`config.mk`:
```
export PLATFORM = sky130hd
export DESIGN_NAME = gain_comp
export DESIGN_NICKNAME = d
export VERILOG_FILES = /design/src/cordic_num_pkg.sv /design/src/gain_comp.sv
export SDC_FILE = /design/constraint.sdc
export NUM_CORES = 1
export LEC_CHECK = 0
export BUFFER_PORTS_ARGS = -buffer_cell sky130_fd_sc_hd__buf_4
export CORE_MARGIN = 4
export CORE_UTILIZATION = 40
export DETAILED_ROUTE_END_ITERATION = 12
export GPL_ROUTABILITY_DRIVEN = 0
export GPL_TIMING_DRIVEN = 0
export SYNTH_ARGS = -nofsm -noshare
export SYNTH_HDL_FRONTEND = slang
export SYNTH_SLANG_ARGS = --single-unit
```
`constraint.sdc`:
```
create_clock -name i_clk -period 3.4 [get_ports i_clk]
set_clock_uncertainty 0.1 [all_clocks]
set_input_delay 0.34 -clock i_clk [delete_from_list [all_inputs] [get_ports i_clk]]
set_output_delay 0.34 -clock i_clk [all_outputs]
set_load 0.02 [all_outputs]
```
`src/cordic_num_pkg.sv`:
```
`default_nettype none

package cordic_num_pkg;

    localparam int DATA_W     = 32;
    localparam int ANGLE_W    = 32;
    localparam int ITER       = 16;  // micro-rotations
    localparam int GAIN_STEPS = 7;   // shift-and-add steps after the core

    typedef logic signed [DATA_W-1:0]  data_t;   // two's complement, 1.0 = 2**30
    typedef logic signed [ANGLE_W-1:0] angle_t;  // binary angle, 2**30 = 90 deg

    // inputs above 0.5 could overflow after the CORDIC growth
    localparam data_t IN_LIMIT = 32'sh2000_0000;

    // atan(2**-i) scaled so that a full turn is 2**32, rounded
    localparam angle_t ATAN_TABLE [0:ITER-1] = '{
        32'sd536870912,  // 45 deg
        32'sd316933406,
        32'sd167458907,
        32'sd85004756,
        32'sd42667331,
        32'sd21354465,
        32'sd10679838,
        32'sd5340245,
        32'sd2670163,
        32'sd1335087,
        32'sd667544,
        32'sd333772,
        32'sd166886,
        32'sd83443,
        32'sd41722,
        32'sd20861
    };

    // 0.5 * (1+2^-3)(1+2^-4)(1+2^-6)(1+2^-9)(1-2^-10)(1-2^-11)(1-2^-14) ~ 0.60725
    localparam int GAIN_SHIFTS [0:GAIN_STEPS-1] = '{3, 4, 6, 9, 10, 11, 14};

    // bit k set: step k subtracts
    localparam logic [GAIN_STEPS-1:0] GAIN_SUBTRACT = 7'b111_0000;

endpackage

`default_nettype wire

```
`src/gain_comp.sv`:
```
`timescale 1ns/1ps
`default_nettype none

module gain_comp (
    input  logic                  i_clk,
    input  logic                  i_reset,
    input  cordic_num_pkg::data_t i_x,
    input  cordic_num_pkg::data_t i_y,
    output cordic_num_pkg::data_t o_x,
    output cordic_num_pkg::data_t o_y
);

    cordic_num_pkg::data_t gx_q   [0:cordic_num_pkg::GAIN_STEPS-1];
    cordic_num_pkg::data_t gy_q   [0:cordic_num_pkg::GAIN_STEPS-1];
    cordic_num_pkg::data_t gx_nxt [0:cordic_num_pkg::GAIN_STEPS-1];
    cordic_num_pkg::data_t gy_nxt [0:cordic_num_pkg::GAIN_STEPS-1];

    for (genvar k = 0; k < cordic_num_pkg::GAIN_STEPS; k++) begin : g_step
        cordic_num_pkg::data_t x_in;
        cordic_num_pkg::data_t y_in;

        if (k == 0) begin : g_half
            assign x_in = i_x >>> 1;  // the 0.5 factor goes first
            assign y_in = i_y >>> 1;
        end else begin : g_chain
            assign x_in = gx_q[k-1];
            assign y_in = gy_q[k-1];
        end

        if (cordic_num_pkg::GAIN_SUBTRACT[k]) begin : g_sub
            assign gx_nxt[k] = x_in - (x_in >>> cordic_num_pkg::GAIN_SHIFTS[k]);
            assign gy_nxt[k] = y_in - (y_in >>> cordic_num_pkg::GAIN_SHIFTS[k]);
        end else begin : g_add
            assign gx_nxt[k] = x_in + (x_in >>> cordic_num_pkg::GAIN_SHIFTS[k]);
            assign gy_nxt[k] = y_in + (y_in >>> cordic_num_pkg::GAIN_SHIFTS[k]);
        end
    end

    always_ff @(posedge i_clk or negedge i_reset) begin
        if (!i_reset) begin
            gx_q <= '{default: '0};
            gy_q <= '{default: '0};
        end else begin
            gx_q <= gx_nxt;
            gy_q <= gy_nxt;
        end
    end

    assign o_x = gx_q[cordic_num_pkg::GAIN_STEPS-1];  // scaled by about 0.6073
    assign o_y = gy_q[cordic_num_pkg::GAIN_STEPS-1];

endmodule

`default_nettype wire

```
# --- Yosys cells after proc, flatten, opt, wreduce, memory -nomap -nowiden ---
# Cells that the tools add are included.
# Widths: inputs -> output; s select.
totals:
  regBits: 448
  elab_cells: 28
  out_inout_bits: 64
  in_bits: 66
op_classes:
  n_addsub: 14
ops:
  columns: ["cell", "count"]
  rows:
  - ["$add 31x28->32", 2]
  - ["$add 32x23->32", 2]
  - ["$add 32x26->32", 2]
  - ["$add 32x28->32", 2]
  - ["$sub 32x18->32", 2]
  - ["$sub 32x21->32", 2]
  - ["$sub 32x22->32", 2]

# --- Logic depth before layout (Yosys ltp) ---
# Gate-level depths: netlist of the first run.
depth:
  depth_word: 1
  depth_mapped: 13
  depth_no_buf: 13

# --- Worst setup path before layout of the first run ---
# No wires, ideal clock.
synth_timing:
  kind: "register -> register"
  start: "register gy_q, in the netlist g_step[3].y_in[9]"
  end: "register gy_q, in the netlist g_step[4].y_in[30]"
  stages_incl_launch_ff: 12
  arrival_time_ns: 2.879
  n_path_buf: 0
  setup_time_ns: 0.128
  synth_period_minus_slack_ns: 3.107
  t_required_ns: 3.172
  slack_ns: 0.293
  cell_sequence: "dfrtp_1 -> ha_1 -> fa_1 -> a211oi_1 -> o21ai_0 -> a221oi_1 -> o21bai_1 -> a41oi_1 -> o21bai_1 -> a2111oi_2 -> a21oi_1 -> xor2_1"
synth_rtl:
  columns: ["element", "line_no", "rtl"]
  rows:
  - ["start, declared", "gain_comp.sv:14", "cordic_num_pkg::data_t gy_q [0:cordic_num_pkg::GAIN_STEPS-1];"]
  - ["start signal, assigned", "gain_comp.sv:45", "gy_q <= gy_nxt;"]

==> results.toml, run 1 <==
[outcome]
status = "finished clean"

[worst_hold_path]
hold_depth = 3
hp-class = "input port to flop"
hp-start = "i_x[13]"
min_to = "g_step[1].x_in[9]"

[cells_and_area]
multi_input_area_mm2 = 0.0198
fin_util_pct = 46.0
fillCellCount = 7681
diodes = 0
nNetsFinal = 4057
drive_gt1_share_pct = 7.84
seqCellArea_mm2 = 0.0112
layout_commonest_cell = "dfrtp_1"
mostFrequentLayoutCells = "dfrtp_1, ha_1, a21oi_1"
syn_to_final_growth_pct = 14.2

[logic_synthesis]
ys_types = 82
synth_area_leaders = "dfrtp_1, ha_1, xnor2_1, a21oi_1, a21o_1"
synthMuxAreaShare_pct = 0.0314
synth_seq_area_share_pct = 35.2
synth_xor_xnor_area_share_pct = 10.3
syn-num-nets = 3850
yosys.area.top_type_share_pct = 35.2
synth_area_mm2 = 0.0319
syn_inst = 3338
synth_adder_area_share_pct = 17.8
synth_warnings = 0
async_reset_ff_share_pct = 100
synth-seq-cells = 448
synthSimpleGateAreaFrac_pct = 10.7
synth_compound_area_share_pct = 22.9
ys.flop_type = "dfrtp_1"
synth_edf_count = 0
synth_top_family_by_area = "compound AO/OA/AOI/OAI gates"
netlist.top_cell.by_area = "dfrtp_1"
avgSynthCellArea_um2 = 9.54

[setup_path]
worstPathRequired_ns = 3.77
rrSetupSlack_ns = 0.03
crit_arrival_ns = 3.75
r2r_start = "g_step[3].y_in[9]"
path_class = "flop to flop"
endpoint_kind = "flop"
reg2reg_to = "g_step[4].y_in[30]"
rr_worst_depth = 11
start_kind = "flop"
path_max_fanout = 3

[drt]
drtAntennaViolNets = 0
via_per_inst = 5.09
drc = 0
routed_wl_um = 65300
drtPass1Iterations = 5
wire_per_inst_um = 14.1
vias = 23600
first_iter_violations = 1063

[sta]
worst_slack_ns = 0.0259
hold_violations = 0
rsz0062_at_grt = "yes"
setup_viol = 0
fin_hold_ws_ns = 0.0484
min_period_ns = 3.37
finalCritPeriodShare_pct = 99.2
slew_headroom_pct = 38.9
worstMarginPinSlew_ns = 0.893
slew_viol_final = 0
fmax_ghz = 0.296

[place]
io_buffers = 127
place_hpwl_um = 51400
dp_slack_ns = -0.128

[global_routing]
overflow = 0
grt_pass1_wl_um = 112000
grt_pass1_vias = 22900
grt_max_degree = 129
antenna_found_initial = 0
grt_usage_pct = 15.3

[floorplanning]
row_count = 103
die_w_um = 290
dieArea_mm2 = 0.0842
initial_utilization_pct = 40.3
dieHeight_um = 290
core_area_mm2 = 0.0790
ios = 130

[clock_network]
cts_tree = "done"
cts-root-buf = "clkbuf_16"
cts_max_path_buffers = 3
insertion_delay_ns = 0.59
clk_pin_slew_ns = 0.06
cts_sinks = 448
htreeDepth = 2
numCtsBuffers = 52

[flow_run]
maxCapViolCount = 0
[critical path, stage by stage, from the launching register on]
cell and delay (ns):
dfrtp_1 0.41, ha_1 0.23, fa_1 0.45, a211oi_2 0.27, o21ai_0 0.16, a221oi_2 0.36, o21bai_1 0.19, a41oi_2 0.29
o21bai_1 0.16, a2111oi_4 0.35, a21oi_1 0.13, xor2_1 0.15
[cells by family after synthesis]
group	Yosys count
AOI/OAI and AO/OA	1123
xor gates and xnor gates	376
buffers and inverters	253
adders and majority gates	446
muxes	1
and+or+nand+nor	691
DFF	448
[synthesized netlist by cell type (42+ instances only)]
| library cell | n |
|---|---|
| nand2_1 | 154 |
| a21o_1 | 199 |
| nand2b_1 | 53 |
| a31oi_1 | 46 |
| xor2_1 | 124 |
| nand3_1 | 71 |
| o21a_1 | 55 |
| dfrtp_1 | 448 |
| nor2b_1 | 59 |
| o21bai_1 | 55 |
| nor3_1 | 43 |
| nor2_1 | 175 |
| a211oi_1 | 42 |
| xnor2_1 | 252 |
| a21oi_1 | 347 |
| ha_1 | 432 |
| inv_1 | 222 |
| o21ai_0 | 184 |
[sequential cells by signal (all words and copies together) (netlist names)]
signal / count
g_step.x_in: 192
o_y: 32
g_step.y_in: 192
o_x: 32
[area by class of cell]
cell class | count | area share, %
Multi-Input combinational cell | 2637 | 54.5
Clock buffer | 72 | 4.06
Sequential cell | 448 | 30.8
Timing Repair Buffer | 153 | 3.47
Buffer | 31 | 0.344
Inverter | 222 | 2.29
Clock inverter | 23 | 0.908
Tap cell | 1050 | 3.61
[per-layer routing]
metal | up-vias | global-route usage [%] | share of wire (%)
li1 | 12600 | - | -
met1 | 10700 | 21.3 | 49
met2 | 301 | 25.5 | 46
met3 | 79 | 2.19 | 3.3
met4 | 0 | 3.13 | 1.8
met5 | - | 0 | 0
[through the flow]
stage | area (µm²) | TNS, ns | cells
global route | 36400 | -0.174 | 4636
detailed placement | 34200 | -0.181 | 4518
CTS | 36200 | 0 | 4631
global placement | 34100 | -1087.05 | 4515
finish | 36400 | 0 | 4636
floorplan | 31900 | 0 | 3338
[how the worst max path moves through the flow]
stage	start	to	slack, ns	depth (start not counted)
after floorplan	g_step[3].y_in[9]	g_step[4].y_in[30]	0.29	11
after global placement	i_reset	o_x[29]	-2.52	1
after detailed placement	g_step[3].y_in[9]	g_step[4].y_in[30]	-0.13	11
after CTS	g_step[2].x_in[6]	g_step[3].x_in[30]	0.003	12
after global routing	g_step[3].y_in[9]	g_step[4].y_in[30]	-0.16	11
final	g_step[3].y_in[9]	g_step[4].y_in[30]	0.03	11
[repair_timing]
item / 4_1_cts / 5_1_grt
buffers inserted: 0 / 5
hold buffers: 18 / 0
pin swaps: 0 / 3
hold endpoints to repair: 138 / 0
gates resized for setup: 2 / 21
endpoints found under the setup margin: 1 / 31
Power of run 1 is left out: the tool's default activity adds up to more than one toggle a clock period on the data nets, which glitch-free logic cannot reach.
==> inputs of run 2 (changes only) <==
- ABC_CLOCK_PERIOD_IN_PS: not set -> 3000
- BUFFER_PORTS_ARGS: -buffer_cell sky130_fd_sc_hd__buf_4 -> not set
- DONT_BUFFER_PORTS: not set -> 1
- clock period: 3.4 -> 3 ns (I/O delays scaled with it)
==> run 2 against run 1 <==
The flow now finishes with violations (hold timing). First-iteration DRC count up 4.5%. Non-clock buffer count up 2. Flip-flop and latch count unchanged. Core utilization up 1.6 points. Via count up 1.4%. Clock-buffer cell count up 2. Routed wire length up 4.6%. Highest routed layer unchanged.
==> results.toml, run 2 (synthesis results as in run 1) <==
[cells_and_area]
diodes = 0
syn_to_final_growth_pct = 18.0
fin_util_pct = 47.6
final_cells = 4644
nNetsFinal = 4061
mostFrequentLayoutCells = "dfrtp_1, ha_1, a21oi_1"
drive_gt1_share_pct = 10.4
fillCellCount = 7430
layout_commonest_cell = "dfrtp_1"

[sta]
slew_viol_final = 0
worstMarginPinSlew_ns = 0.668
fmax_ghz = 0.335
finalCritPeriodShare_pct = 99.5
fin_hold_ws_ns = -0.688
rsz0062_at_grt = "yes"
setup_viol = 0
min_period_ns = 2.98
hold_violations = 448
slew_headroom_pct = 55.5

[setup_path]
reg2reg_to = "g_step[2].x_in[30]"
endpoint_kind = "flop"
crit_buf_inv = 1
crit_family = "compound AO/OA/AOI/OAI gates"
rrSetupSlack_ns = 0.02
crit_path_frequent_cell = "a21oi_4"
rr_worst_depth = 12
start_kind = "flop"
critical_path.slowest_cell = "dfrtp_1"
worstPathRequired_ns = 3.37
crit_chain = "ha_1 -> buf_6 -> a21o_1 -> a221oi_4 -> o211ai_1 -> a21oi_2 -> a31oi_2 -> a211o_1 -> a21oi_4 -> a21oi_4 -> a221oi_2 -> xnor2_1"
crit_arrival_ns = 3.35
path_class = "flop to flop"
path_max_fanout = 3
critPathMaxStageDelay_ns = 0.40
r2r_start = "g_step[1].x_in[11]"

[drt]
via_per_inst = 5.16
drtAntennaViolNets = 0
drc = 0
first_iter_violations = 1111
wire_per_inst_um = 14.7
drtPass1Iterations = 5
routed_wl_um = 68300
vias = 24000

[place]
place_inst = 4388
place_hpwl_um = 50600
io_buffers = 0

[global_routing]
overflow = 0
antenna_found_initial = 0
grt_usage_pct = 15.5
grt_max_degree = 449
grt_pass1_wl_um = 114000
grt_pass1_vias = 23200

[clock_network]
cts_sinks = 448
numCtsBuffers = 53
cts_tree = "done"
clk_pin_slew_ns = 0.06
htreeDepth = 2
insertion_delay_ns = 0.60
cts_hold_buf = 88
cts_max_path_buffers = 3
cts-root-buf = "clkbuf_16"

[outcome]
status = "finished, violations left"
violations = "hold timing"

[worst_hold_path]
hp-class = "input port to asynchronous set/reset pin"

[floorplanning]
dieHeight_um = 290
core_area_mm2 = 0.0790
row_count = 103
ios = 130
dieArea_mm2 = 0.0842
die_w_um = 290
initial_utilization_pct = 40.3

[flow_run]
maxCapViolCount = 0
run 2: cell types whose count changed in the layout (fill, tap and decap cells not counted), sizes merged:
cell         delta
inv             -3
bufinv          +1
clkinv          -2
clkinvlp        +8
clkbuf          -2
buf            -64
dlygate4sd3    +70
run 2: through the flow:
stage / area (µm²) / setup WS (ns) / TNS, ns
3_5_place_dp: 33200 / -0.403 / -8.17
5_1_grt: 37600 / -0.166 / -1.04
2_1_floorplan: 31900 / 0.0315 / 0
3_3_place_gp: 33200 / -0.410 / -7.60
4_1_cts: 36500 / -0.0613 / -0.137
6_report: 37600 / 0.0154 / 0
run 2: repair_timing:
item / in CTS / in global routing
endpoints found under the hold margin: 507 / 448
buffers inserted: 25 / 46
setup endpoints to repair: 53 / 87
gates cloned: 0 / 1
gates resized for setup: 64 / 158
pin swaps: 45 / 104
run 2: metal layers:
metal	vias up	track usage, %	wire length, µm
li1	12600	-	-
met1	11000	21.4	32800
met2	338	25.8	31900
met3	104	2.32	2090
met4	0	3.91	1480
met5	-	0	0
run 2: cell type report:
| cell class | count | area (µm²) | area share (%) |
|---|---|---|---|
| Clock buffer | 74 | 1550 | 4.12 |
| Inverter | 222 | 845 | 2.25 |
| Tap cell | 1050 | 1310 | 3.49 |
| Buffer | 27 | 110 | 0.293 |
| Timing Repair inverter | 1 | 5.00 | 0.0133 |
| Multi-Input combinational cell | 2637 | 20800 | 55.2 |
| Sequential cell | 448 | 11200 | 29.8 |
| Timing Repair Buffer | 159 | 1410 | 3.76 |
| Clock inverter | 26 | 392 | 1.04 |
run 2: worst max path at each step:
stage	start	end	slack [ns]	cells after the start
floorplan	g_step[3].y_in[9]	g_step[4].y_in[30]	0.03	11
global placement	i_x[1]	g_step[1].x_in[28]	-0.41	12
detailed placement	i_x[1]	g_step[1].x_in[28]	-0.40	12
CTS	g_step[1].x_in[7]	g_step[2].x_in[30]	-0.06	12
global route	g_step[1].x_in[11]	g_step[2].x_in[30]	-0.17	12
finish	g_step[1].x_in[11]	g_step[2].x_in[30]	0.02	12
run 2: worst reg2reg max path: stages, from the launching register on:
cell      delay [ns]
dfrtp_1         0.40
ha_1            0.29
buf_6           0.12
a21o_1          0.17
a221oi_4        0.27
o211ai_1        0.18
a21oi_2         0.21
a31oi_2         0.12
a211o_1         0.32
a21oi_4         0.20
a21oi_4         0.09
a221oi_2        0.28
xnor2_1         0.10
Power of run 2 is left out for the same reason.
==> inputs of run 3 (changes only) <==
- CTS_BUF_LIST: not set -> sky130_fd_sc_hd__clkbuf_8
==> run 3 against run 2 <==
The flow still finishes with violations (hold timing). Flip-flop and latch count stayed put. Cell area is 0.49% lower. Die area stayed put. Final cell count is 1.0% higher. Routed wire length is 0.18% lower. Core utilization is 0.23 points lower. Critical path type is now input port to flop.
==> results.toml, run 3 (synthesis results as in run 1) <==
[outcome]
status = "finished, violations left"
violations = "hold timing"

[sta]
finalCritPeriodShare_pct = 99.9
slew_viol_final = 0
min_period_ns = 3.00
fmax_ghz = 0.334
setup_viol = 0
slew_headroom_pct = 48.0
fin_hold_ws_ns = -0.740
worstMarginPinSlew_ns = 0.779
rsz0062_at_grt = "yes"
hold_violations = 448
worst_slack_ns = 0.00307

[global_routing]
met3_usage_pct = 2.73
grt_max_degree = 449
grt-busiest-layer = "met2"
grt_use_met1_pct = 21.1
overflow = 0
grt_usage_pct = 15.5
antenna_found_initial = 1
grt_pass1_wl_um = 113000
grt_pass1_vias = 23600
grtUsageMet2_pct = 25.5

[worst_hold_path]
hp-class = "input port to asynchronous set/reset pin"

[drt]
via_per_inst = 5.16
drc = 0
drtPass1Iterations = 7
wire_per_inst_um = 14.5
vias = 24200
drtAntennaViolNets = 0
first_iter_violations = 1018
routed_wl_um = 68100

[floorplanning]
row_count = 103
dieArea_mm2 = 0.0842
die_w_um = 290
initial_utilization_pct = 40.3
dieHeight_um = 290
core_area_mm2 = 0.0790
ios = 130

[clock_network]
cts-root-buf = "clkbuf_8"
cts_tree = "done"
htreeDepth = 3
cts_sinks = 448
cts_max_path_buffers = 3
insertion_delay_ns = 0.64
numCtsBuffers = 79
clk_pin_slew_ns = 0.06
cts_hold_buf = 98

[setup_path]
path_max_fanout = 4
crit_chain = "dlygate4sd3_1 -> ha_1 -> a21oi_1 -> a211oi_1 -> nand3_1 -> o21ai_2 -> a21oi_1 -> a21oi_2 -> o21ai_0 -> nand2b_1 -> xor2_1 -> dlygate4sd3_1"
crit_buf_inv = 2
start_kind = "input port"
path_class = "input port to flop"
critPathMaxStageDelay_ns = 0.57
crit_arrival_ns = 3.46
crit_cells = 12
endpoint_kind = "flop"
critical_path.slowest_cell = "dlygate4sd3_1"
worstPathRequired_ns = 3.47
rr_worst_depth = 12
crit_family = "compound AO/OA/AOI/OAI gates"

[cells_and_area]
layout_commonest_cell = "dfrtp_1"
syn_to_final_growth_pct = 17.5
nNetsFinal = 4097
seqCellArea_mm2 = 0.0112
fillCellCount = 7435
multi_input_area_mm2 = 0.0207
drive_gt1_share_pct = 11.0
mostFrequentLayoutCells = "dfrtp_1, ha_1, a21oi_1"

[flow_run]
maxCapViolCount = 0

[place]
place_hpwl_um = 50600
io_buffers = 0
dp_slack_ns = -0.403
==> run 3: what timing repair did <==
item,in CTS,in global routing
setup buffers,33,38
gates resized for setup,61,154
cloned,0,1
endpoints found under the hold margin,512,448
pin swaps,53,91
setup endpoints to repair,55,85
==> run 3: layout make-up <==
class                   instances  area share [%]
diodes                          1         0.00669
plain buffers                  27           0.294
clock buffers                 102            3.75
clock inverters                34           0.709
inverters                     222            2.26
multi-input cells            2637            55.4
flip-flops and latches        448            30.0
well taps                    1050            3.51
repair buffers                169            4.08
repair inverters                1          0.0134
==> run 3: metrics by stage <==
stage | util (%) | hold WS, ns | cell area, µm² | setup TNS (ns) | cells
after CTS | 46.1 | -0.832 | 36400 | -0.0679 | 4652
after floorplan | - | -0.0956 | 31900 | 0 | 3338
final | 47.4 | -0.740 | 37400 | 0 | 4691
after global placement | 42.0 | -0.0866 | 33200 | -7.60 | 4388
after detailed placement | 42.0 | -0.0842 | 33200 | -8.17 | 4388
after global routing | 47.4 | -0.817 | 37400 | -0.957 | 4691
==> run 3: path summary, 6_finish.rpt <==
check / from / end / slack, ns
worst max-delay path: i_x[11] / g_step[1].x_in[22] / 0.003
max in group asynchronous: i_reset / g_step[6].x_in[26] / 2.88
worst min-delay path: i_reset / g_step[1].y_in[0] / -0.74
worst max register to register: g_step[1].x_in[7] / g_step[2].x_in[30] / 0.02
min in group i_clk: i_x[5] / g_step[1].x_in[3] / 0.09
worst min register to register: g_step[1].x_in[0] / g_step[2].x_in[0] / 0.41
==> run 3: metal layers <==
metal / vias to the layer above / wire (µm) / share of wire [%]
met3: 119 / 2630 / 3.9
met5: - / 0 / 0
met1: 11000 / 32500 / 48
li1: 12600 / - / -
met4: 0 / 1470 / 2.2
met2: 404 / 31600 / 46
==> run 3: worst register-to-register path: cells and delay by family, from the launching register on <==
family / cells / cell delay, ns
fa+ha+maj: 1 / 0.30
xor+xnor: 1 / 0.10
buf+inv: 1 / 0.12
flops: 1 / 0.38
compound gates: 9 / 1.86
Power of run 3 is left out for the same reason.
