<file path="config.mk">
export PLATFORM = sky130hd
export DESIGN_NAME = result_select
export DESIGN_NICKNAME = d
export VERILOG_FILES = /design/src/cordic_num_pkg.sv /design/src/cordic_ctl_pkg.sv /design/src/result_select.sv
export SDC_FILE = /design/constraint.sdc
export NUM_CORES = 1
export LEC_CHECK = 0
export BUFFER_PORTS_ARGS = -buffer_cell sky130_fd_sc_hd__buf_2
export CORE_MARGIN = 5
export CORE_UTILIZATION = 49
export CTS_CLUSTER_DIAMETER = 100
export DETAILED_ROUTE_END_ITERATION = 10
export PLACE_DENSITY_LB_ADDON = 0.05
export SLEW_MARGIN = 40
export SYNTH_ARGS = -nofsm -noshare
export SYNTH_HDL_FRONTEND = slang
export SYNTH_SLANG_ARGS = --single-unit
export TNS_END_PERCENT = 20
</file>
<file path="constraint.sdc">
create_clock -name i_clk -period 1.09 [get_ports i_clk]
set_input_delay 0.218 -clock i_clk [delete_from_list [all_inputs] [get_ports i_clk]]
set_output_delay 0.218 -clock i_clk [all_outputs]
set_load 0.01 [all_outputs]
</file>
<file path="src/cordic_num_pkg.sv">
`default_nettype none

package cordic_num_pkg;

    localparam int DATA_W     = 32;
    localparam int ANGLE_W    = 32;
    localparam int ITER       = 16;  // micro-rotations
    localparam int GAIN_STEPS = 7;   // shift-and-add steps after the core

    typedef logic signed [DATA_W-1:0]  data_t;   // two's complement, 1.0 = 2**30
    typedef logic signed [ANGLE_W-1:0] angle_t;  // binary angle, 2**30 = 90 deg

    // inputs above 0.5 could overflow after the CORDIC growth
    localparam data_t IN_LIMIT = 32'sh2000_0000;

    // atan(2**-i) scaled so that a full turn is 2**32, rounded
    localparam angle_t ATAN_TABLE [0:ITER-1] = '{
        32'sd536870912,  // 45 deg
        32'sd316933406,
        32'sd167458907,
        32'sd85004756,
        32'sd42667331,
        32'sd21354465,
        32'sd10679838,
        32'sd5340245,
        32'sd2670163,
        32'sd1335087,
        32'sd667544,
        32'sd333772,
        32'sd166886,
        32'sd83443,
        32'sd41722,
        32'sd20861
    };

    // 0.5 * (1+2^-3)(1+2^-4)(1+2^-6)(1+2^-9)(1-2^-10)(1-2^-11)(1-2^-14) ~ 0.60725
    localparam int GAIN_SHIFTS [0:GAIN_STEPS-1] = '{3, 4, 6, 9, 10, 11, 14};

    // bit k set: step k subtracts
    localparam logic [GAIN_STEPS-1:0] GAIN_SUBTRACT = 7'b111_0000;

endpackage

`default_nettype wire

</file>
<file path="src/cordic_ctl_pkg.sv">
`default_nettype none

package cordic_ctl_pkg;

    // top two bits of the binary angle
    typedef enum logic [1:0] {
        Q0 = 2'd0,  // 0 to 90 deg
        Q1 = 2'd1,  // 90 to 180 deg
        Q2 = 2'd2,  // 180 to 270 deg
        Q3 = 2'd3   // 270 to 360 deg
    } quadrant_t;

    // travels beside the arithmetic until the output stage
    typedef struct packed {
        logic                  flip;   // negate core result
        logic                  exact;  // angle on an axis
        cordic_num_pkg::data_t byp_x;
        cordic_num_pkg::data_t byp_y;
    } fold_tag_t;

    localparam int CORE_LATENCY  = cordic_num_pkg::ITER + cordic_num_pkg::GAIN_STEPS;
    localparam int TOTAL_LATENCY = CORE_LATENCY + 2;  // plus fold and output regs

endpackage

`default_nettype wire

</file>
<file path="src/result_select.sv">
`timescale 1ns/1ps
`default_nettype none

module result_select (
    input  logic                      i_clk,
    input  logic                      i_reset,
    input  logic                      i_valid,
    input  cordic_ctl_pkg::fold_tag_t i_tag,
    input  cordic_num_pkg::data_t     i_x,
    input  cordic_num_pkg::data_t     i_y,
    output logic                      o_valid,
    output cordic_num_pkg::data_t     o_x,
    output cordic_num_pkg::data_t     o_y
);

    always_ff @(posedge i_clk or negedge i_reset) begin
        if (!i_reset) begin
            o_valid <= 1'b0;
            o_x     <= '0;
            o_y     <= '0;
        end else begin
            o_valid <= i_valid;
            if (i_valid) begin  // hold last result between items
                if (i_tag.exact) begin
                    o_x <= i_tag.byp_x;  // axis angle, skip the core
                    o_y <= i_tag.byp_y;
                end else if (i_tag.flip) begin
                    o_x <= -i_x;  // undo the 180 deg fold
                    o_y <= -i_y;
                end else begin
                    o_x <= i_x;
                    o_y <= i_y;
                end
            end
        end
    end

    // the strobe comes from a 24-deep chain through two modules
    a_valid_known: assert property (@(posedge i_clk) disable iff (!i_reset)
        !$isunknown(o_valid))
        else $error("result_select: o_valid unknown");

endmodule

`default_nettype wire

</file>
; Yosys cells after proc, flatten, opt, wreduce, memory -nomap -nowiden
; Cells that the tools add are included.
[word_totals]
out_inout_bits = 65
register_bits = 65
[op_classes]
addsub = 2
n_mux = 4
[op_table]
columns = op, n
row1 = 2-to-1 mux 32 bit, 4
row2 = negation 32 bit, 2

; Logic depth before layout (Yosys ltp)
; Gate-level depths: netlist of run 1.
[depth]
word_depth = 3
mapped_depth = 9
ltp_nobuf = 7

; Least setup slack after synthesis of run 1
; Ideal clock, no wire load.
[synth_timing]
kind = in2reg
from = input port i_y[0]
to = register o_y[30]
stages = 9
required_time_ns = 0.952
path_slack_ns = -1.037
arrival_time_ns = 1.989
setup_ns = 0.138
cell_sequence = inv_1 > ha_1 > or3b_1 > clkbuf_1 > or3_1 > buf_6 > o41ai_4 > xor2_1 > a31oi_1
[synth_via]
elab_chain_len = 3
[synth_rtl]
columns = element, line_no
row1 = from (decl), result_select.sv:10  ; input cordic_num_pkg::data_t i_y,
row2 = negation 32 bit, result_select.sv:29  ; o_y <= -i_y;
row3 = 2-to-1 mux 32 bit, result_select.sv:27  ; end else if (i_tag.flip) begin
row4 = 2-to-1 mux 32 bit, result_select.sv:24  ; if (i_tag.exact) begin
row5 = to (signal assigned), result_select.sv:26  ; o_y <= i_tag.byp_y;
row6 = to (signal assigned), result_select.sv:29
row7 = to (signal assigned), result_select.sv:32  ; o_y <= i_y;
row8 = to (decl), result_select.sv:13  ; output cordic_num_pkg::data_t o_y
; No other way between the ends.
; A chain may end at the register's enable or synchronous reset.

; Final worst setup path of run 1
[layout_timing]
from = input port i_y[14]
to = register o_y[31]
; The elaborated chain is that of the path after synthesis.

==> metrics.cfg, run 1 <==
[sta]
max_freq_mhz=562
final-max-slew-violation-count=0
setup_ws_ns=-0.688
slew_headroom_pct=70.0
worst_slew_pin_slew_ns=0.449
rsz0062_at_grt=yes
period_share_pct=163
setup_viol=81
hold_viol_final=0
hold_ws_ns=0.109
fin_worst_skew_ns=0
period_needed_ns=1.78

[place]
gp_congestion=0.856
dpl_worst_slack_ns=-1.19
dp_hpwl_mm=12.0
portBuffers=197
dp_cells=925

[detailed_routing]
drc=0
vias=5538
drt_iter0_drc=248
routed_wl_mm=17.3
viasPerCell=5.84
firstDrtPassIters=4
detail-route-antenna-nets=0
routedWlPerCell_um=18.3

[power]
ir_drop_uv=852
power_leakage_uw=0.00353
finalPower_uw=7700
power_density_mw_per_mm2=1010

[floorplanning]
dieArea_mm2=0.0113
start_util_pct=49.9
num_rows=35
fp.dieW_um=107
io_pins=198
fp.coreArea_mm2=0.00915
die_y_um=107

[flow_run]
max-cap-violations=0

[cells_and_area]
drive_above_1_share_pct=51.3
final_core_util_pct=83.3
antenna_cells=0
nets=968
final_cell_mix=180 x buf_2, 101 x buf_4, 65 x dfrtp_1
syn2layout_area_growth_pct=67.1
stdcell_count=948
mostFrequentLayoutCell=buf_2

[run_status]
status=finished with violations
violations=setup timing

[critical_path]
critPathArrivalTime_ns=2.01
crit_required_ns=1.32
critPathMaxStageDelay_ns=0.54
crit_slowest_cell=or4_4
critPathLaunchType=primary input
crit_chain=buf_6 -> or4_4 -> or3_4 -> buf_12 -> o41ai_2 -> xor2_1 -> o21ai_1
cp-end-kind=register
path_class=in2reg
crit_fanout=15

[global_routing]
grt_pass1_vias=5734
grt_overflow=0
grt_max_degree=66
grt_pass1_wl_mm=27.0
grt.total_usage_pct=29.2
antenna_found_initial=0

[logic_synthesis]
syn_area_per_cell_um2=8.34
synth_top_flop_cell=dfrtp_1
syn_nets=682
ys_ff_latch=65
synth_edf_count=0
seq_area_frac_synth_pct=35.6
ys_warn_count=0
syn_inst=547
syn_area_mm2=0.00456
synthArstFlopShare_pct=100
ys_types=43

[cts]
cts_tree=built
cts-root-buf=clkbuf_8
clk_latency_ns=0.34
path_clk_slew_ns=0.08
htree_levels=3
clkSinkCount=65
cts_made_buffers=9
cts_max_path_buffers=2

[hold_path]
hold_path.class=in2reg

## synthesized netlist by cell type (3+ instances only)
cell type   n  area (um2)
a31oi_1    25         156
buf_2       4        20.0
clkbuf_1   38         143
dfrtp_1    65        1630
inv_1      23        86.3
mux2_2      9         101
mux2i_1     4        40.0
nand2_1    56         210
nand3_1    10        50.1
nand3b_1    3        22.5
nand4_1    25         156
nor2_1     35         131
nor2b_1    25         156
nor3_1      4        20.0
nor4_1      6        37.5
o211ai_1   20         150
o21ai_0    52         260
o21ai_1     4        20.0
o221ai_1    7        61.3
o22ai_1    11        68.8
o31ai_1    22         165
o41ai_1     8        70.1
o41ai_2     8         130
or2_2       3        18.8
or3_1      13        81.3
or4_1       9        67.6
xnor2_1    13         114
xor2_1     26         228
## per-layer routing
layer	wire [um]	vias to the layer above	part of all wire [%]	GRT usage [%]
li1	-	2599	-	-
met1	6280	2660	36	34.1
met2	9120	236	53	52.6
met3	1490	43	8.6	7.77
met4	445	0	2.6	8.49
met5	0	-	0	0
## critical path: cells and delay by family
kind | cells | cell delay (ns)
and+or+nand+nor | 2 | 0.89
AOI/OAI and AO/OA | 2 | 0.44
xor gates and xnor gates | 1 | 0.18
buffers and inverters | 2 | 0.26
## metrics by stage
step | setup TNS (ns) | instance area [um2]
after floorplan | -33.29 | 4650
after global placement | -46.13 | 6570
after detailed placement | -48.35 | 6570
after CTS | -19.28 | 7390
after global routing | -25.56 | 7620
final | -21.12 | 7620
## final timing paths
check	slack (ns)	from	depth (start not counted)	end
worst max register to register	0.11	o_x[24]$_DFFE_PN0P_	3	o_x[24]$_DFFE_PN0P_
worst max-delay path	-0.69	i_y[14]	7	o_y[31]$_DFFE_PN0P_
max in group asynchronous	0.37	i_reset	3	o_x[1]$_DFFE_PN0P_
min in group asynchronous	0.41	i_reset	3	o_x[20]$_DFFE_PN0P_
worst min register to register	0.51	o_y[3]$_DFFE_PN0P_	1	o_y[3]$_DFFE_PN0P_
worst min-delay path	0.11	i_tag[43]	3	o_x[11]$_DFFE_PN0P_
## cells by family after synthesis
group / share of synthesized area, %
AO/OA/AOI/OAI: 24.9
XOR/XNOR: 7.48
adder cells (fa/ha/maj): 0.548
buffers and inverters: 6.36
flip-flops: 35.6
multiplexers: 3.10
AND/OR/NAND/NOR: 22.0
## power by group
part           switching, uW  internal, uW  total [uW]
Sequential               153          2710        2860
Combinational           1300          1240        2540
Clock                   1010          1290        2300
Total                   2470          5240        7700
## area by class of cell
cell class              count  area (um2)
multi-input cells         411        3310
repair buffers            322        2240
flip-flops and latches     65        1630
fillers                   579        1530
clock buffers              13         179
well taps                 111         139
inverters                  24        95.1
clock inverters             2        35.0
## state kept, by name, summed over array words and instances, names as in the netlist
signal,cells
o_valid,1
o_x,32
o_y,32
## what timing repair did
item	in CTS	in global routing
buffers inserted	3	6
pin swaps	50	29
hold buffers	1	0
hold endpoints to repair	65	0
setup endpoints to repair	111	123
gates resized for setup	122	40
No activity file was read; power rests on OpenSTA's default activity.
==> run 2: changes to the inputs <==
--- a/config.mk
+++ b/config.mk
@@ -7,7 +7,7 @@
 export LEC_CHECK = 0
 export BUFFER_PORTS_ARGS = -buffer_cell sky130_fd_sc_hd__buf_2
 export CORE_MARGIN = 5
-export CORE_UTILIZATION = 49
+export CORE_UTILIZATION = 45
 export CTS_CLUSTER_DIAMETER = 100
 export DETAILED_ROUTE_END_ITERATION = 10
 export PLACE_DENSITY_LB_ADDON = 0.05
==> run 2 against run 1 <==
  * The run still ends with setup timing left
  * Non-clock buffer count grew 2
  * Worst hold slack gained 0.0066 ns
  * Design area grew 0.49%
  * Flip-flop and latch count is the same
  * Sequential share of layout area shrank 0.10 points
  * Worst setup slack lost 0.041 ns
  * Critical path type unchanged
  * Largest cell class unchanged
  * Highest routed layer is now met5
==> metrics.cfg, run 2 (synthesis results as in run 1) <==
[run_status]
status=finished with violations
violations=setup timing

[detailed_routing]
drc=0  ; unchanged
routedLengthMet1_mm=6.73  ; +7.2%
vias=5421  ; -2.1%
routedWlPerCell_um=17.6  ; -3.6%
detail-route-antenna-nets=0  ; unchanged
viasPerCell=5.57  ; -4.6%
top_layer=met5
firstDrtPassIters=5  ; +1
wl_met2_mm=8.83  ; -3.1%
wl_met3_mm=1.18  ; -21%
drt_iter0_drc=288  ; +16%
routed_wl_mm=17.1  ; -1.1%

[sta]
worst_slew_pin_slew_ns=0.377  ; -0.0726 ns
period_share_pct=167  ; +3.7 points
hold_ws_ns=0.115  ; +0.00657 ns
slew_headroom_pct=74.9  ; +4.8 points
final-max-slew-violation-count=0  ; unchanged
max_freq_mhz=550  ; -2.2%
hold_viol_final=0  ; unchanged
fin_worst_skew_ns=0  ; unchanged
setup_ws_ns=-0.729  ; -0.0406 ns
period_needed_ns=1.82  ; +0.0406 ns
rsz0062_at_grt=yes
setup_viol=90  ; +11%

[floorplanning]
die_y_um=111  ; +3.9%
fp.dieW_um=111  ; +3.9%
fp.coreArea_mm2=0.00982  ; +7.3%
start_util_pct=46.5  ; -3.4 points
num_rows=36  ; +2.9%
dieArea_mm2=0.0123  ; +8.0%
io_pins=198  ; unchanged

[critical_path]
critPathLaunchType=primary input
crit_fanout=6  ; -9
crit_required_ns=1.35  ; +0.03 ns
path_class=in2reg
critPathArrivalTime_ns=2.08  ; +0.07 ns
rr_worst_depth=3  ; unchanged
r2r_slack_ns=0.08  ; -0.03 ns
cp-end-kind=register

[global_routing]
grt_pass1_wl_mm=26.8  ; -0.87%
grt_pass1_vias=5539  ; -3.4%
antenna_found_initial=1  ; +1
grt.total_usage_pct=26.3  ; -2.9 points
grt_overflow=0  ; unchanged
grt_max_degree=66  ; unchanged

[hold_path]
hold_path.class=in2reg
holdPathStages=3  ; unchanged

[cells_and_area]
nets=970  ; +0.21%
biggestRegsByFlops=o_x (32), o_y (32), o_valid (1)
mostFrequentLayoutCell=buf_2
antenna_cells=0  ; unchanged
drive_above_1_share_pct=51.2  ; -0.064 points
fillerInstances=685  ; +18%
syn2layout_area_growth_pct=67.9
final_cell_mix=176 x buf_2, 103 x buf_4, 65 x dfrtp_1
stdcell_count=973  ; +2.6%

[place]
dp_hpwl_mm=12.2  ; +1.6%
dpl_worst_slack_ns=-1.18  ; +0.00904 ns
gp_congestion=0.901  ; +5.3%
dp_cells=950  ; +2.7%
portBuffers=197  ; unchanged

[power]
power_density_mw_per_mm2=1010  ; -0.24%
ir_drop_uv=689  ; -19%
power_leakage_uw=0.00354  ; +0.13%

[cts]
cts_made_buffers=9  ; unchanged
cts-root-buf=clkbuf_8
clk_latency_ns=0.35  ; about the same
cts_max_path_buffers=2  ; unchanged
clkSinkCount=65  ; unchanged
path_clk_slew_ns=0.08  ; about the same
htree_levels=3  ; unchanged
cts_tree=built

[flow_run]
max-cap-violations=0  ; unchanged

run 2: worst max-delay path, stage by stage:
cell and delay [ns]:
buf_8 0.10, or4_4 0.55, or3_4 0.44, buf_8 0.17, o31ai_2 0.27, nand4_1 0.18
o211ai_1 0.14
run 2: area by class of cell:
class,count,area [um2],share of cell area [%]
multi-input combinational,411,3280,42.8
tap,133,166,2.17
inverter,24,97.6,1.27
sequential,65,1630,21.2
clock inverter,6,82.6,1.08
clock buffer,10,128,1.67
timing repair buffer,324,2280,29.8
run 2: power by group:
group / switching, uW / internal (uW) / leakage, uW
logic: 1300 / 1260 / 0.00265
clock network: 1020 / 1280 / 0.000106
registers: 155 / 2700 / 0.000779
run 2: final timing paths:
kind                                startpoint                   to
setup / recovery                        i_y[0]  o_y[23]$_DFFE_PN0P_
hold / removal                       i_tag[43]  o_x[11]$_DFFE_PN0P_
setup reg to reg           o_y[23]$_DFFE_PN0P_  o_y[23]$_DFFE_PN0P_
hold reg to reg             o_y[3]$_DFFE_PN0P_   o_y[3]$_DFFE_PN0P_
max in group asynchronous              i_reset  o_x[16]$_DFFE_PN0P_
min in group asynchronous              i_reset  o_x[21]$_DFFE_PN0P_
run 2: what timing repair did:
item,4_1_cts,5_1_grt
hold endpoints to repair,65,0
setup buffers,4,5
pin swaps,49,34
hold buffers,1,0
endpoints found under the setup margin,113,123
resized for setup,128,36
run 2: metrics by stage:
stage | util (%) | power, uW | instance area (um2) | TNS (ns)
6_report | 78.0 | 7720 | 7660 | -21.48
5_1_grt | 78.0 | 8080 | 7660 | -26.63
4_1_cts | 76.2 | 7630 | 7480 | -19.64
3_5_place_dp | 67.6 | 5140 | 6630 | -49.20
3_3_place_gp | 67.6 | 5070 | 6630 | -47.16
2_1_floorplan | - | 3910 | 4650 | -33.29
run 2: metal layers:
layer / GRT usage, % / vias to the layer above
li1: - / 2603
met1: 30.9 / 2576
met2: 45.9 / 207
met3: 6.71 / 33
met4: 10.3 / 2
met5: 0 / -
==> run 3: changes to the inputs <==
==> constraint.sdc (replaced) <==
create_clock -name i_clk -period 1.9 [get_ports i_clk]
set_input_delay 0.38 -clock i_clk [delete_from_list [all_inputs] [get_ports i_clk]]
set_output_delay 0.38 -clock i_clk [all_outputs]
set_load 0.01 [all_outputs]
==> run 3 against run 2 <==
  * The run still ends with setup timing left
  * Sequential power down 43%
  * Design area down 15%
  * Utilization down 12 points
  * Worst setup slack better by 0.67 ns
  * Cell count down 5.0%
  * Power down 49%
  * Via count down 4.8%
  * Sequential share of layout area up 3.7 points
  * Count of clock-buffer cells in the layout down 1
  * Clock skew unchanged
  * Critical endpoint is now o_y[31]$_DFFE_PN0P_
  * Largest power group unchanged
  * Highest routed layer unchanged
==> metrics.cfg, run 3 (synthesis results as in run 1) <==
[cells_and_area]
syn2layout_area_growth_pct=43.1
nets=921  ; -5.1%
final_area_mm2=0.00653  ; -15%
antenna_cells=0  ; unchanged
biggestRegsByFlops=o_x (32), o_y (32), o_valid (1)
drive_above_1_share_pct=41.5  ; -9.7 points
mostFrequentLayoutCell=buf_2
final_cell_mix=191 x buf_2, 73 x buf_4, 65 x dfrtp_1

[power]
power_frac_seq_pct=41.7  ; +4.7 points
p_clk_share_pct=27.3  ; -2.5 points
swShare_pct=34.1  ; +2.0 points
switchingPower_uw=1340  ; -46%
power_leakage_uw=0.00302  ; -15%
ir_drop_uv=440  ; -36%
intPower_uw=2590  ; -51%
power_density_mw_per_mm2=602  ; -40%
combPwrFrac_pct=31.0  ; -2.2 points

[place]
gp_congestion=0.866  ; -3.9%
portBuffers=197  ; unchanged
dp_hpwl_mm=11.7  ; -4.1%
dpl_cell_area_mm2=0.00620  ; -6.5%

[global_routing]
antenna_found_initial=1  ; unchanged
met1_usage_pct=30.1  ; -0.78 points
grt.total_usage_pct=25.1  ; -1.2 points
grt_pass1_vias=5325  ; -3.9%
grt_util_met2_pct=43.7  ; -2.2 points
grt_max_degree=94  ; +42%
grt.busiest_layer=met2
grt_pass1_wl_mm=25.6  ; -4.4%
gr-usage-met3_pct=6.93  ; +0.22 points
grt_overflow=0  ; unchanged

[critical_path]
crit_top_cell=or4_4
crit_required_ns=2.14  ; +0.79 ns
crit_fanout=8  ; +2
cp-end-kind=register
crit_slowest_cell=or4_4
r2r_slack_ns=0.91  ; +0.83 ns
r2r_start=o_x[30]$_DFFE_PN0P_
critPathMaxStageDelay_ns=0.55  ; about the same
crit_start=i_y[20]
critPathLaunchType=primary input
critPathArrivalTime_ns=2.20  ; +0.12 ns
path_buf_inv=2  ; unchanged
rr_worst_depth=3  ; unchanged
reg2reg_to=o_x[30]$_DFFE_PN0P_
crit_chain=buf_6 -> or4_4 -> or4_4 -> buf_4 -> o41ai_4 -> xor2_1 -> o21ai_1
path_class=in2reg
path_delay_family=simple AND/OR/NAND/NOR gates

[sta]
fin_worst_skew_ns=0  ; unchanged
final-max-slew-violation-count=0  ; unchanged
setup_viol=7  ; -92%
period_needed_ns=1.96
max_freq_mhz=511
worst_slew_pin_slew_ns=0.446  ; +0.0696 ns
slew_headroom_pct=69.9  ; -5.0 points
setup_ws_ns=-0.0566  ; +0.672 ns
period_share_pct=103
rsz0062_at_grt=yes
hold_ws_ns=0.262  ; +0.147 ns
hold_viol_final=0  ; unchanged

[floorplanning]
start_util_pct=46.5  ; unchanged
die_y_um=111  ; unchanged
num_rows=36  ; unchanged
io_pins=198  ; unchanged
fp.coreArea_mm2=0.00982  ; unchanged
dieArea_mm2=0.0123  ; unchanged
fp.dieW_um=111  ; unchanged

[detailed_routing]
viasPerCell=5.58  ; +0.21%
routed_wl_mm=15.6  ; -9.0%
vias=5159  ; -4.8%
detail-route-antenna-nets=0  ; unchanged
routedWlPerCell_um=16.9  ; -4.2%
firstDrtPassIters=4  ; -1
drc=0  ; unchanged
drt_iter0_drc=331  ; +15%

[cts]
cts_max_path_buffers=2  ; unchanged
path_clk_slew_ns=0.08  ; about the same
clkSinkCount=65  ; unchanged
cts-root-buf=clkbuf_8
cts_made_buffers=9  ; unchanged
clk_latency_ns=0.35  ; about the same
cts_tree=built
htree_levels=3  ; unchanged

[run_status]
violations=setup timing
status=finished with violations

[hold_path]
min_from=i_tag[43]
hold_path.class=in2reg
holdPathStages=3  ; unchanged
whs_endpoint=o_x[11]$_DFFE_PN0P_

[flow_run]
max-cap-violations=0  ; unchanged

==> run 3: layout make-up <==
type,instances,area (um2)
Clock buffer,9,124
Clock inverter,7,47.5
Fill cell,903,3290
Inverter,24,90.1
Multi-Input combinational cell,411,2790
Sequential cell,65,1630
Tap cell,133,166
Timing Repair Buffer,275,1680
==> run 3: power groups by stage <==
stage / clock network [uW] / logic, uW / registers [uW]
6_report: 1070 / 1220 / 1640
5_1_grt: 1160 / 1340 / 1660
4_1_cts: 1100 / 1210 / 1640
3_5_place_dp: 0 / 1200 / 1660
3_3_place_gp: 0 / 1170 / 1660
2_1_floorplan: 0 / 497 / 1740
==> run 3: layer usage <==
layer,part of all wire [%],routed length [um]
met5,0.045,7
met4,1.6,254
met3,6.3,980
met2,50,7860
met1,42,6500
==> run 3: timing repair <==
action | in CTS | in global routing
setup endpoints to repair | 12 | 18
pin swaps | 3 | 2
hold endpoints to repair | 30 | 0
buffers inserted | 1 | 1
gates resized for setup | 11 | 12
hold buffers | 1 | 0
==> run 3: stage by stage <==
| step | cells | setup TNS, ns | setup WS, ns | util, % | power (uW) |
|---|---|---|---|---|---|
| 2_1_floorplan | 547 | -3.95 | -0.276 | - | 2240 |
| 3_3_place_gp | 905 | -10.47 | -0.457 | 63.2 | 2830 |
| 3_5_place_dp | 905 | -11.56 | -0.487 | 63.2 | 2860 |
| 4_1_cts | 923 | -0.122 | -0.0475 | 65.7 | 3950 |
| 5_1_grt | 924 | -0.678 | -0.102 | 66.5 | 4160 |
| 6_report | 924 | -0.155 | -0.0566 | 66.5 | 3930 |
==> run 3: how the worst max path moves through the flow <==
| stage | cells past startpoint | endpoint |
|---|---|---|
| after CTS | 6 | o_y[30]$_DFFE_PN0P_ |
| after floorplan | 7 | o_y[22]$_DFFE_PN0P_ |
| final | 7 | o_y[31]$_DFFE_PN0P_ |
| after global routing | 7 | o_y[30]$_DFFE_PN0P_ |
| after detailed placement | 7 | o_y[30]$_DFFE_PN0P_ |
| after global placement | 7 | o_y[31]$_DFFE_PN0P_ |
==> run 3: worst register-to-register path: stages (launching register included) <==
cell	delay, ns
dfrtp_1	0.40
nor2b_1	0.14
a31oi_1	0.19
o211ai_1	0.13
